### src/include/core_consts.svh
`ifndef CORE_CONSTS_SVH
`define CORE_CONSTS_SVH

// data and instruction word width
`define DATA_W 32
// architectural registers, numbered with 4 bits
`define REG_CNT 16

// data-processing opcodes, ARM encodings
`define OP_AND 4'b0000
`define OP_SUB 4'b0010
`define OP_ADD 4'b0100
`define OP_CMP 4'b1010
`define OP_ORR 4'b1100
`define OP_MOV 4'b1101

// instruction class in bits 27:26
`define CLASS_DP  2'b00
`define CLASS_MEM 2'b01
`define CLASS_BR  2'b10

// branch conditions, tested against Z only
`define COND_EQ 4'b0000
`define COND_NE 4'b0001
`define COND_AL 4'b1110

`endif

### src/rtl/core_pkg.sv
`default_nettype none

`include "core_consts.svh"

package core_pkg;

  // data-processing view
  typedef struct packed {
    logic [3:0] cond;
    logic [1:0] cls;
    logic       isImm;
    logic [3:0] opcode;
    logic       unused0;
    logic [3:0] rn;
    logic [3:0] rd;
    logic [3:0] unused1;
    // register number in [3:0] or 8-bit immediate
    logic [7:0] op2;
  } dpFmtT;

  // load/store view
  typedef struct packed {
    logic [3:0]  cond;
    logic [1:0]  cls;
    logic        isLoad;
    logic [4:0]  unused;
    logic [3:0]  rn;
    logic [3:0]  rd;
    logic [11:0] offset;
  } memFmtT;

  // branch view, offset counts words
  typedef struct packed {
    logic [3:0]  cond;
    logic [1:0]  cls;
    logic [1:0]  unused;
    logic [23:0] offset;
  } brFmtT;

  // one fetched word, three ways to read it
  typedef union packed {
    dpFmtT  dp;
    memFmtT mem;
    brFmtT  br;
  } instrT;

  typedef enum logic [2:0] {
    ALU_ADD,
    ALU_SUB,
    ALU_AND,
    ALU_ORR,
    ALU_PASSB
  } aluOpT;

  typedef struct packed {
    logic       regWrite;
    logic       memRead;
    logic       memWrite;
    logic       branch;
    logic       setFlag;
    logic       useImm;
    aluOpT      aluOp;
    logic [3:0] cond;
  } deCtrlT;

  // decode/execute register
  typedef struct packed {
    deCtrlT             ctrl;
    logic [`DATA_W-1:0] pc;
    logic [`DATA_W-1:0] rnVal;
    logic [`DATA_W-1:0] rmVal;
    logic [`DATA_W-1:0] imm;
    logic [3:0]         rn;
    logic [3:0]         rm;
    logic [3:0]         rd;
  } idExT;

  // execute/memory register
  typedef struct packed {
    logic               regWrite;
    logic               memRead;
    logic               memWrite;
    logic [`DATA_W-1:0] aluRes;
    logic [`DATA_W-1:0] storeData;
    logic [3:0]         rd;
  } exMemT;

  // memory/writeback register
  typedef struct packed {
    logic               regWrite;
    logic [`DATA_W-1:0] result;
    logic [3:0]         rd;
  } memWbT;

  typedef struct packed {
    logic [3:0] rnD;
    logic [3:0] rmD;
    logic       usesRnD;
    logic       usesRmD;
    logic [3:0] rnE;
    logic [3:0] rmE;
    logic [3:0] rdE;
    logic       memReadE;
    logic [3:0] rdM;
    logic       regWriteM;
    logic [3:0] rdW;
    logic       regWriteW;
    logic       branchTakenE;
    logic       dStall;
  } hazInT;

  typedef struct packed {
    logic [1:0] forwardAE;
    logic [1:0] forwardBE;
    logic       stallF;
    logic       stallD;
    logic       stallE;
    logic       stallM;
    logic       flushD;
    logic       flushE;
    logic       flushW;
    logic       stallW;
  } hazOutT;

  typedef struct packed {
    logic               valid;
    logic               write;
    logic [`DATA_W-1:0] addr;
    logic [`DATA_W-1:0] wdata;
  } dReqT;

  typedef struct packed {
    logic               valid;
    logic [3:0]         rd;
    logic [`DATA_W-1:0] data;
  } wbRptT;

endpackage

`default_nettype wire

### src/rtl/alu.sv
`default_nettype none

`include "core_consts.svh"

module alu (
  input  wire logic [`DATA_W-1:0] a,
  input  wire logic [`DATA_W-1:0] b,
  input  wire core_pkg::aluOpT    op,
  output logic      [`DATA_W-1:0] y,
  output logic                    zero
);

  import core_pkg::*;

  always_comb
  begin
    case (op)
      ALU_ADD:
        y = a + b;
      // cmp goes through here as well
      ALU_SUB:
        y = a - b;
      ALU_AND:
        y = a & b;
      ALU_ORR:
        y = a | b;
      // mov passes the second operand
      ALU_PASSB:
        y = b;
      default:
        y = '0;
    endcase
  end

  // Z for cmp, meaningful only on subtract
  assign zero = (y == '0);

endmodule

`default_nettype wire

### src/rtl/decoder.sv
`default_nettype none

`include "core_consts.svh"

module decoder (
  input  wire core_pkg::instrT  instr,
  output core_pkg::deCtrlT      ctrl,
  output logic [3:0]            rn,
  output logic [3:0]            rm,
  output logic [3:0]            rd,
  output logic [`DATA_W-1:0]    imm,
  output logic                  usesRn,
  output logic                  usesRm
);

  import core_pkg::*;

  always_comb
  begin
    // defaults decode to a harmless no-op
    ctrl      = '0;
    ctrl.cond = instr.dp.cond;
    rn        = instr.dp.rn;
    rd        = instr.dp.rd;
    rm        = instr.dp.op2[3:0];
    imm       = '0;
    usesRn    = 1'b0;
    usesRm    = 1'b0;

    case (instr.dp.cls)
      `CLASS_DP:
      begin
        imm           = {{(`DATA_W-8){1'b0}}, instr.dp.op2};
        ctrl.useImm   = instr.dp.isImm;
        ctrl.regWrite = 1'b1;
        usesRn        = 1'b1;
        // register form reads rm from op2
        usesRm        = !instr.dp.isImm;
        case (instr.dp.opcode)
          `OP_ADD: ctrl.aluOp = ALU_ADD;
          `OP_SUB: ctrl.aluOp = ALU_SUB;
          `OP_AND: ctrl.aluOp = ALU_AND;
          `OP_ORR: ctrl.aluOp = ALU_ORR;
          `OP_MOV:
          begin
            // mov ignores rn
            ctrl.aluOp = ALU_PASSB;
            usesRn     = 1'b0;
          end
          `OP_CMP:
          begin
            // flags only, no register result
            ctrl.aluOp    = ALU_SUB;
            ctrl.regWrite = 1'b0;
            ctrl.setFlag  = 1'b1;
          end
          default:
          begin
            ctrl.regWrite = 1'b0;
            usesRn        = 1'b0;
            usesRm        = 1'b0;
          end
        endcase
      end
      `CLASS_MEM:
      begin
        rn          = instr.mem.rn;
        rd          = instr.mem.rd;
        imm         = {{(`DATA_W-12){1'b0}}, instr.mem.offset};
        ctrl.useImm = 1'b1;
        ctrl.aluOp  = ALU_ADD;
        usesRn      = 1'b1;
        if (instr.mem.isLoad)
        begin
          ctrl.memRead  = 1'b1;
          ctrl.regWrite = 1'b1;
        end
        else
        begin
          // store data comes from rd through the B path
          ctrl.memWrite = 1'b1;
          rm            = instr.mem.rd;
          usesRm        = 1'b1;
        end
      end
      `CLASS_BR:
      begin
        // sign-extended word offset, as a byte offset
        imm         = {{(`DATA_W-26){instr.br.offset[23]}}, instr.br.offset, 2'b00};
        ctrl.branch = 1'b1;
        ctrl.useImm = 1'b1;
      end
      default:
      begin
        // unused class stays a no-op
      end
    endcase
  end

endmodule

`default_nettype wire

### src/rtl/hazard.sv
`default_nettype none

module hazard (
  input  wire logic            clk,
  input  wire core_pkg::hazInT hazIn,
  output core_pkg::hazOutT     hazOut
);

  logic ldUseD;
  logic takenE;

  // newest producer wins, memory stage before writeback
  always_comb
  begin
    if (hazIn.regWriteM && (hazIn.rdM == hazIn.rnE))
      hazOut.forwardAE = 2'b10;
    else if (hazIn.regWriteW && (hazIn.rdW == hazIn.rnE))
      hazOut.forwardAE = 2'b01;
    else
      hazOut.forwardAE = 2'b00;

    if (hazIn.regWriteM && (hazIn.rdM == hazIn.rmE))
      hazOut.forwardBE = 2'b10;
    else if (hazIn.regWriteW && (hazIn.rdW == hazIn.rmE))
      hazOut.forwardBE = 2'b01;
    else
      hazOut.forwardBE = 2'b00;
  end

  // load in execute feeding a source that decode really reads
  assign ldUseD = hazIn.memReadE &&
                  ((hazIn.usesRnD && (hazIn.rnD == hazIn.rdE)) ||
                   (hazIn.usesRmD && (hazIn.rdE == hazIn.rmD)));

  // a stalled branch waits in execute and resolves once memory is free
  assign takenE = hazIn.branchTakenE && !hazIn.dStall;

  // load-use holds F and D and lets a bubble into E
  assign hazOut.stallF = ldUseD || hazIn.dStall;
  assign hazOut.stallD = ldUseD || hazIn.dStall;
  // data stall freezes everything up to M
  assign hazOut.stallE = hazIn.dStall;
  assign hazOut.stallM = hazIn.dStall;
  // W receives a bubble while M is held
  assign hazOut.flushW = hazIn.dStall;
  // fetch is single-cycle, so W never holds
  assign hazOut.stallW = 1'b0;

  // wrong-path instructions behind a taken branch
  assign hazOut.flushD = takenE;
  assign hazOut.flushE = takenE || (ldUseD && !hazIn.dStall);

  // a held E stage must keep its instruction, not drop it
  assert property (@(posedge clk) !(hazOut.flushE && hazOut.stallE));

endmodule

`default_nettype wire

### src/rtl/pipeCore.sv
`default_nettype none

`include "core_consts.svh"

module pipeCore (
  input  wire logic               clk,
  input  wire logic               rstN,
  output logic      [`DATA_W-1:0] iAddr,
  input  wire core_pkg::instrT    iData,
  output core_pkg::dReqT          dReq,
  input  wire logic [`DATA_W-1:0] dRData,
  input  wire logic               dStall,
  output core_pkg::wbRptT         wbRpt
);

  import core_pkg::*;

  // fetch and decode state
  logic [`DATA_W-1:0] pcF;
  logic [`DATA_W-1:0] pcD;
  instrT              instrD;
  logic               validD;

  // decode outputs
  deCtrlT             decCtrl;
  deCtrlT             ctrlD;
  logic [3:0]         rnD;
  logic [3:0]         rmD;
  logic [3:0]         rdD;
  logic [`DATA_W-1:0] immD;
  logic               usesRnD;
  logic               usesRmD;
  logic [`DATA_W-1:0] rd1D;
  logic [`DATA_W-1:0] rd2D;

  // later stages
  idExT               idEx;
  exMemT              exMem;
  memWbT              memWb;
  logic [`DATA_W-1:0] srcAE;
  logic [`DATA_W-1:0] srcBE;
  logic [`DATA_W-1:0] aluBE;
  logic [`DATA_W-1:0] aluYE;
  logic               aluZeroE;
  logic [`DATA_W-1:0] branchTargetE;
  logic               condPassE;
  logic               branchTakenE;
  logic               zFlag;

  hazInT              hazIn;
  hazOutT             hazOut;

  // fetch
  assign iAddr = pcF;

  // a branch held by a data stall waits for stallF to drop
  always_ff @(posedge clk)
  begin
    if (!rstN)
      pcF <= '0;
    else if (!hazOut.stallF)
      pcF <= branchTakenE ? branchTargetE : pcF + `DATA_W'd4;
  end

  // fetch/decode register, flush wins over stall
  always_ff @(posedge clk)
  begin
    if (!rstN || hazOut.flushD)
      validD <= 1'b0;
    else if (!hazOut.stallD)
      validD <= 1'b1;
    if (!hazOut.stallD)
    begin
      instrD <= iData;
      pcD    <= pcF;
    end
  end

  // decode
  decoder decoder_i (
    .instr  (instrD),
    .ctrl   (decCtrl),
    .rn     (rnD),
    .rm     (rmD),
    .rd     (rdD),
    .imm    (immD),
    .usesRn (usesRnD),
    .usesRm (usesRmD)
  );

  // an empty decode slot carries no control
  assign ctrlD = validD ? decCtrl : '0;

  regFile regFile_i (
    .clk  (clk),
    .rstN (rstN),
    .ra1  (rnD),
    .ra2  (rmD),
    .rd1  (rd1D),
    .rd2  (rd2D),
    .we   (memWb.regWrite),
    .wa   (memWb.rd),
    .wd   (memWb.result)
  );

  // decode/execute register
  always_ff @(posedge clk)
  begin
    if (!rstN || hazOut.flushE)
      idEx.ctrl <= '0;
    else if (!hazOut.stallE)
      idEx.ctrl <= ctrlD;
    if (hazOut.stallE)
    begin
      // keep forwarded values, W is flushed while E waits
      idEx.rnVal <= srcAE;
      idEx.rmVal <= srcBE;
    end
    else
    begin
      idEx.pc    <= pcD;
      idEx.rnVal <= rd1D;
      idEx.rmVal <= rd2D;
      idEx.imm   <= immD;
      idEx.rn    <= rnD;
      idEx.rm    <= rmD;
      idEx.rd    <= rdD;
    end
  end

  // execute operand forwarding
  always_comb
  begin
    case (hazOut.forwardAE)
      2'b10:   srcAE = exMem.aluRes;
      2'b01:   srcAE = memWb.result;
      default: srcAE = idEx.rnVal;
    endcase
    case (hazOut.forwardBE)
      2'b10:   srcBE = exMem.aluRes;
      2'b01:   srcBE = memWb.result;
      default: srcBE = idEx.rmVal;
    endcase
  end

  assign aluBE = idEx.ctrl.useImm ? idEx.imm : srcBE;

  alu alu_i (
    .a    (srcAE),
    .b    (aluBE),
    .op   (idEx.ctrl.aluOp),
    .y    (aluYE),
    .zero (aluZeroE)
  );

  // pc reads two words ahead of the branch, as on ARM
  assign branchTargetE = idEx.pc + `DATA_W'd8 + idEx.imm;

  always_comb
  begin
    case (idEx.ctrl.cond)
      `COND_AL: condPassE = 1'b1;
      `COND_EQ: condPassE = zFlag;
      `COND_NE: condPassE = !zFlag;
      default:  condPassE = 1'b0;
    endcase
  end

  assign branchTakenE = idEx.ctrl.branch && condPassE;

  // only cmp sets Z, once per instruction
  always_ff @(posedge clk)
  begin
    if (!rstN)
      zFlag <= 1'b0;
    else if (idEx.ctrl.setFlag && !hazOut.stallE)
      zFlag <= aluZeroE;
  end

  // execute/memory register
  always_ff @(posedge clk)
  begin
    if (!rstN)
    begin
      exMem.regWrite <= 1'b0;
      exMem.memRead  <= 1'b0;
      exMem.memWrite <= 1'b0;
    end
    else if (!hazOut.stallM)
    begin
      exMem.regWrite <= idEx.ctrl.regWrite;
      exMem.memRead  <= idEx.ctrl.memRead;
      exMem.memWrite <= idEx.ctrl.memWrite;
    end
    if (!hazOut.stallM)
    begin
      exMem.aluRes    <= aluYE;
      exMem.storeData <= srcBE;
      exMem.rd        <= idEx.rd;
    end
  end

  // data port, held steady while dStall is high
  always_comb
  begin
    dReq.valid = exMem.memRead || exMem.memWrite;
    dReq.write = exMem.memWrite;
    dReq.addr  = exMem.aluRes;
    dReq.wdata = exMem.storeData;
  end

  // memory/writeback register
  always_ff @(posedge clk)
  begin
    if (!rstN || hazOut.flushW)
      memWb.regWrite <= 1'b0;
    else if (!hazOut.stallW)
      memWb.regWrite <= exMem.regWrite;
    if (!hazOut.stallW)
    begin
      // load data is sampled in the cycle dStall is low
      memWb.result <= exMem.memRead ? dRData : exMem.aluRes;
      memWb.rd     <= exMem.rd;
    end
  end

  // one report per register write
  always_comb
  begin
    wbRpt.valid = memWb.regWrite;
    wbRpt.rd    = memWb.rd;
    wbRpt.data  = memWb.result;
  end

  // hazard inputs gathered from every stage
  always_comb
  begin
    hazIn.rnD          = rnD;
    hazIn.rmD          = rmD;
    hazIn.usesRnD      = usesRnD && validD;
    hazIn.usesRmD      = usesRmD && validD;
    hazIn.rnE          = idEx.rn;
    hazIn.rmE          = idEx.rm;
    hazIn.rdE          = idEx.rd;
    hazIn.memReadE     = idEx.ctrl.memRead;
    hazIn.rdM          = exMem.rd;
    hazIn.regWriteM    = exMem.regWrite;
    hazIn.rdW          = memWb.rd;
    hazIn.regWriteW    = memWb.regWrite;
    hazIn.branchTakenE = branchTakenE;
    hazIn.dStall       = dStall;
  end

  hazard hazard_i (
    .clk    (clk),
    .hazIn  (hazIn),
    .hazOut (hazOut)
  );

  // decode never issues an access that both reads and writes
  assert property (@(posedge clk) disable iff (!rstN)
    dReq.valid |-> !(exMem.memRead && exMem.memWrite));

endmodule

`default_nettype wire

### src/rtl/regFile.sv
`default_nettype none

`include "core_consts.svh"

module regFile (
  input  wire logic               clk,
  input  wire logic               rstN,
  input  wire logic [3:0]         ra1,
  input  wire logic [3:0]         ra2,
  output logic      [`DATA_W-1:0] rd1,
  output logic      [`DATA_W-1:0] rd2,
  input  wire logic               we,
  input  wire logic [3:0]         wa,
  input  wire logic [`DATA_W-1:0] wd
);

  logic [`DATA_W-1:0] regs [`REG_CNT];

  // all registers start at zero
  always_ff @(posedge clk)
  begin
    if (!rstN)
    begin
      for (int i = 0; i < `REG_CNT; i++)
        regs[i] <= '0;
    end
    else if (we)
      regs[wa] <= wd;
  end

  // writeback result bypasses the array in the same cycle
  assign rd1 = (we && (wa == ra1)) ? wd : regs[ra1];
  assign rd2 = (we && (wa == ra2)) ? wd : regs[ra2];

endmodule

`default_nettype wire

### config.mk
export PLATFORM = sky130hd
export DESIGN_NAME = pipeCore
export DESIGN_NICKNAME = d
export VERILOG_FILES = /design/src/rtl/core_pkg.sv /design/src/rtl/alu.sv /design/src/rtl/decoder.sv /design/src/rtl/hazard.sv /design/src/rtl/pipeCore.sv /design/src/rtl/regFile.sv
export VERILOG_INCLUDE_DIRS = /design/src /design/src/include
export SDC_FILE = /design/constraint.sdc
export NUM_CORES = 2
export LEC_CHECK = 0
export BUFFER_PORTS_ARGS = -buffer_cell sky130_fd_sc_hd__buf_4
export CAP_MARGIN = 20
export CORE_AREA = 2 2 352 354
export DETAILED_ROUTE_END_ITERATION = 16
export DIE_AREA = 0 0 354 356
export PLACE_DENSITY = 0.59
export SLEW_MARGIN = 20
export SYNTH_ARGS = -nofsm -noshare
export SYNTH_HDL_FRONTEND = slang
export SYNTH_SLANG_ARGS = --single-unit
### constraint.sdc
create_clock -name clk -period 7.9 [get_ports clk]
set_input_delay 0.79 -clock clk [delete_from_list [all_inputs] [get_ports clk]]
set_output_delay 0.79 -clock clk [all_outputs]
set_load 0.05 [all_outputs]
# == Yosys cells after proc, flatten, opt, wreduce, memory -nomap -nowiden ==
# Memories as Yosys holds them, arrays and structs flattened. A register that Yosys moved wholly into a read port is not among the register bits.
# Cells that the tools add are included.
# word_totals
n_memories,1
mem_bits_ro,0
ram_bits,512
input_bits,67
latchBits,0
register_bits,359
# classes
n_shift,0
multipliers,0
bitwise_logic,2
n_mux,41
addsub,5
n_eq_ne,25
reduce_logical,37
order_cmp,0
n_div,0
# memory_table
memory,words,word_bits,rd,rd_ports_with_merged_regs,write_ports,line,source
regFile_i.regs,16,32,2,1,16,regFile.sv:17,logic [`DATA_W-1:0] regs [`REG_CNT];
# ops
op,n
$mux 32,6
$pmux 32 s5,1
$pmux 32 s2,2
$pmux 32 s3,1
$add 32x32->32,2
$mux 64,1
$add 32x3->32 const B,1
$add 32x4->32 const B,1
$and 32x32->32,1
$eq 4x4->1,8
$logic_not 32->1,1
$or 32x32->32,1
$reduce_or 32->1,1
$sub 32x32->32,1
$eq 4x4->1 const B,4
$mux 4,4
$logic_and 1x1->1,15
$mux 1,14
$mux 13,1
$pmux 3 s4,1
$reduce_or 5->1,2
$logic_not 4->1,2
$mux 2,4
$pmux 1 s2,4
other kinds (16),31

# == Logic depth before layout (Yosys ltp) ==
# depth
word_depth,11
depth_mapped,27
mapped_depth_nobuf,24

# == Cells and area by module ==
# From an unflattened synthesis, not the netlist that was laid out.
# unflattened
cells_unflattened,3749
area_unflattened_um2,48285.1
# modules_own_cells
mod,cells_each,instances,area_each_um2,seq_area_each_um2
regFile,1768,1,27333.7,15374.7
pipeCore,1328,1,16392.0,9629.2
alu,501,1,3523.4,0.0
decoder,98,1,655.6,0.0
hazard,54,1,380.4,0.0

# == Worst setup path before layout ==
# No wires, ideal clock.
# synth_path
path_kind,register to register
start,register memWb (netlist bit wbRpt[35])
end,register zFlag
stages_incl_launch_ff,26
setup_slack_ns,1.767
path_buffers,2
setup_ns,0.084
arrival_time_ns,6.049
path_cell_list,dfxtp_1 -> buf_2 -> xnor2_1 -> nand3_1 -> clkbuf_1 -> o21ai_0 -> a311oi_1 -> nor4_1 -> and2_1 -> o211ai_1 -> nor4_1 -> and3_1 -> a21oi_1 -> xor2_1 -> ha_1 -> a21o_1 -> a21o_1 -> o21bai_1 -> a31oi_1 -> xnor2_1 -> a221o_1 -> nor4_1 -> nor4b_1 -> or4b_1 -> or4_1 -> o31ai_2
# synth_between
elab_chain_cells,10
elab_cells_between_ends,21
# synth_lines
element,line,source
from (decl),pipeCore.sv:39,memWbT memWb;
$eq 4x4->1,hazard.sv:24,else if (hazIn.regWriteW && (hazIn.rdW == hazIn.rmE))
$logic_and 1x1->1,hazard.sv:24,
$mux 1,hazard.sv:24,
$mux 2,hazard.sv:22,if (hazIn.regWriteM && (hazIn.rdM == hazIn.rmE))
$eq 2x1->1 or $eq 2x2->1 (tied branches),pipeCore.sv:139,case (hazOut.forwardBE)
$pmux 32 s2,pipeCore.sv:139,
$mux 32,pipeCore.sv:146,assign aluBE = idEx.ctrl.useImm ? idEx.imm : srcBE;
"$sub 32x32->32, or another cell as far along",alu.sv:22,y = a - b;
$pmux 32 s5 *,alu.sv:17,case (op)
via aluYE[26],pipeCore.sv:43,logic [`DATA_W-1:0] aluYE;
$logic_not 32->1 *,alu.sv:36,assign zero = (y == '0);
to (signal assigned),pipeCore.sv:177,zFlag <= aluZeroE;
to (decl),pipeCore.sv:48,logic zFlag;
# The timed path passes the listed nets; every way through them passes the cells marked *.
# A chain may end at the register's enable or synchronous reset.

# == Worst setup path in the final report ==
# layout_path
start,register memWb (netlist bit wbRpt[32])
end,register zFlag
# Same word-level chain as after synthesis.

==> flow_metrics.tcl <==
set metrics [dict create \
    status "finished clean" \
    grt_pass1_vias 35800 \
    synth_edf_count 714 \
    synthFlopType "edfxtp_1" \
    cts.sinks 869 \
    layout_common_cells "edfxtp_1 (714), nand2_1 (690), and2_1 (529), buf_4 (313), nand3_1 (187)" \
    crit_path_end_kind "flip-flop" \
    die_area_um2 126000 \
    synth_fp_nets 4686 \
    rsz0062_at_grt "no" \
    cts_root_buf "clkbuf_16" \
    post_cts_resized 0 \
    slew_headroom 0.2062 \
    async_flop_share 0 \
    hold_buffers 0 \
    row_count 129 \
    clk_path_buf_depth 3 \
    synth_area_um2 48510 \
    tritoncts "built" \
    finalCritPeriodShare 0.9268 \
    initial_core_util 0.3955 \
    gp_congestion 0.9439 \
    antenna_found_initial 7 \
    netlist.area_leader.share 0.4420 \
    syn_to_final_growth_pct 12.47 \
    crit_arrival_ns 7.91 \
    grt_overflow 0 \
    pre_cts_ws_ns 0.6836 \
    power_leakage_nw 20.31 \
    hold_class "in -> reg" \
    syn_avg_cell_area_um2 10.75 \
    fin_ws_ns 0.5779 \
    cap_violations 0 \
    port_buffers 201 \
    worst_ep_required_time_ns 8.49 \
    finalHoldViolations 0 \
    synthTopCellsByArea "edfxtp_1 (44%), mux4_2 (7.4%), and2_1 (6.8%), dfxtp_1 (6.4%), nand2_1 (5.3%)" \
    grt_max_degree 157 \
    track_usage 0.2655 \
    nets 4657 \
    worst_slew_pin_slew_ns 1.190 \
    cp_max_fo 10 \
    skew_ns 0.01748 \
    drt_pass1_iterations 6 \
    chipWidth_um 354 \
    fmax_mhz 136.6 \
    drt_wl_total_mm 170.8 \
    wl_per_cell_um 27.57 \
    ys_ff_latch 869 \
    p_per_area_nw_per_um2 262.6 \
    core_area_um2 122700 \
    numCtsBuffers 96 \
    path_clk_slew_ns 0.06 \
    setup_viol 0 \
    drv_slew 0 \
    die_h_um 356 \
    syn_inst 4511 \
    post-dp-hpwl_mm 109.9 \
    hold_ws_ns 0.2870 \
    fin_crit_ns 7.322 \
    ys_warn_count 0 \
    via_per_inst 6.018 \
    drt_iter0_markers 4952 \
    startpoint_type "flip-flop" \
    grt_first_pass_wirelength_mm 247.6 \
    drc 0 \
    finalSetupTns_ns 0 \
    clock_latency_ns 0.67 \
    synth_cell_types 91 \
    critical_path_class "reg -> reg" \
    io_pins 202 \
    cts_setup_buffers 0 \
    cts_max_level 3 \
    yosysSeqAreaShare 0.5059 \
    yosys.area.top_type "edfxtp_1" \
    mostFrequentLayoutCell "edfxtp_1" \
    vias 37280 \
    ant_nets 0 \
    drive_above_1_share 0.1626 \
    peakVddDrop_mv 0.3696 \
]
[power breakdown]
group	switching, mW	internal, mW	total (mW)	leakage (nW)
Clock	1.90	2.63	4.53	1.51
Sequential	0.525	5.38	5.91	8.61
Combinational	2.62	1.27	3.89	10.2
[per-layer routing]
layer / vias to the layer above / track usage / wire [um]
met5: - / 0 / 13
met1: 18540 / 0.3867 / 73500
met2: 2021 / 0.3973 / 74330
met4: 2 / 0.09483 / 6316
li1: 16410 / - / -
met3: 307 / 0.04589 / 16630
[kinds of logic after synthesis]
family / count (synthesis) / synth area share
simple gates: 1822 / 0.1887
flops: 869 / 0.5059
compound gates: 803 / 0.1088
buf+inv: 504 / 0.04529
mux: 277 / 0.09940
fa+ha+maj: 128 / 0.03234
xor+xnor: 108 / 0.01950
[flip-flops by register name, summed over array words and instances (netlist names), named ones only]
| register | cells |
|---|---|
| regFile_i.regs | 512 |
| hazIn | 13 |
| iAddr | 32 |
| wbRpt | 37 |
| exMem | 6 |
| instrD | 32 |
| zFlag | 1 |
| dReq | 65 |
| validD | 1 |
| idEx | 134 |
| pcD | 32 |
[through the flow]
stage                     total power, mW  instance area (um2)    util  cells
after floorplan                     8.366                48510       -   4511
after global placement              9.811                51410  0.4191   6019
after detailed placement            9.810                51410  0.4191   6019
after CTS                           14.32                54500  0.4443   6191
after global routing                14.81                54560  0.4448   6193
final                               14.33                54560  0.4448   6194
[Yosys cell counts, drive strengths merged (85+ instances only)]
| cell | count |
|---|---|
| edfxtp | 714 |
| and2 | 529 |
| mux4 | 160 |
| ha | 106 |
| a311oi | 115 |
| o21ai | 195 |
| a21oi | 168 |
| nand2 | 690 |
| clkbuf | 339 |
| buf | 110 |
| nor2 | 125 |
| a31oi | 85 |
| dfxtp | 155 |
| nand3 | 188 |
[final cells by class]
class,instances,area [um2]
clock inverter,49,508.0
tap,1637,2048
inverter,55,222.7
timing repair buffer,322,2537
clock buffer,123,2585
multi-input combinational,3138,22100
fill,11510,68110
antenna,1,2.502
sequential,869,24560
[final timing paths]
| check | end | from | slack, ns | cells past startpoint |
|---|---|---|---|---|
| worst min register to register | idEx[117] | pcD[9] | 0.42 | 0 |
| worst max-delay path | zFlag | wbRpt[32] | 0.58 | 23 |
| worst max register to register | zFlag | wbRpt[32] | 0.58 | 23 |
| worst min-delay path | instrD[10] | iData[10] | 0.29 | 1 |
[worst max-delay path, cell delays in order (launching register included)]
cell       delay [ns]
dfxtp_1          0.56
xnor2_1          0.18
nand3_1          0.32
o21ai_0          0.35
a311oi_1         0.19
nor4_1           0.63
o2111ai_1        0.52
nor4_4           0.48
and3_1           0.28
nor2_1           0.06
xnor2_1          0.13
ha_1             0.38
a21o_1           0.20
a21o_1           0.17
a21o_1           0.22
o21bai_1         0.16
a31oi_1          0.25
xnor2_1          0.10
a221o_1          0.39
nor4_1           0.27
nor4b_1          0.30
or4b_1           0.48
or4_1            0.42
o31ai_2          0.22
(Power assumes the default switching activity.)
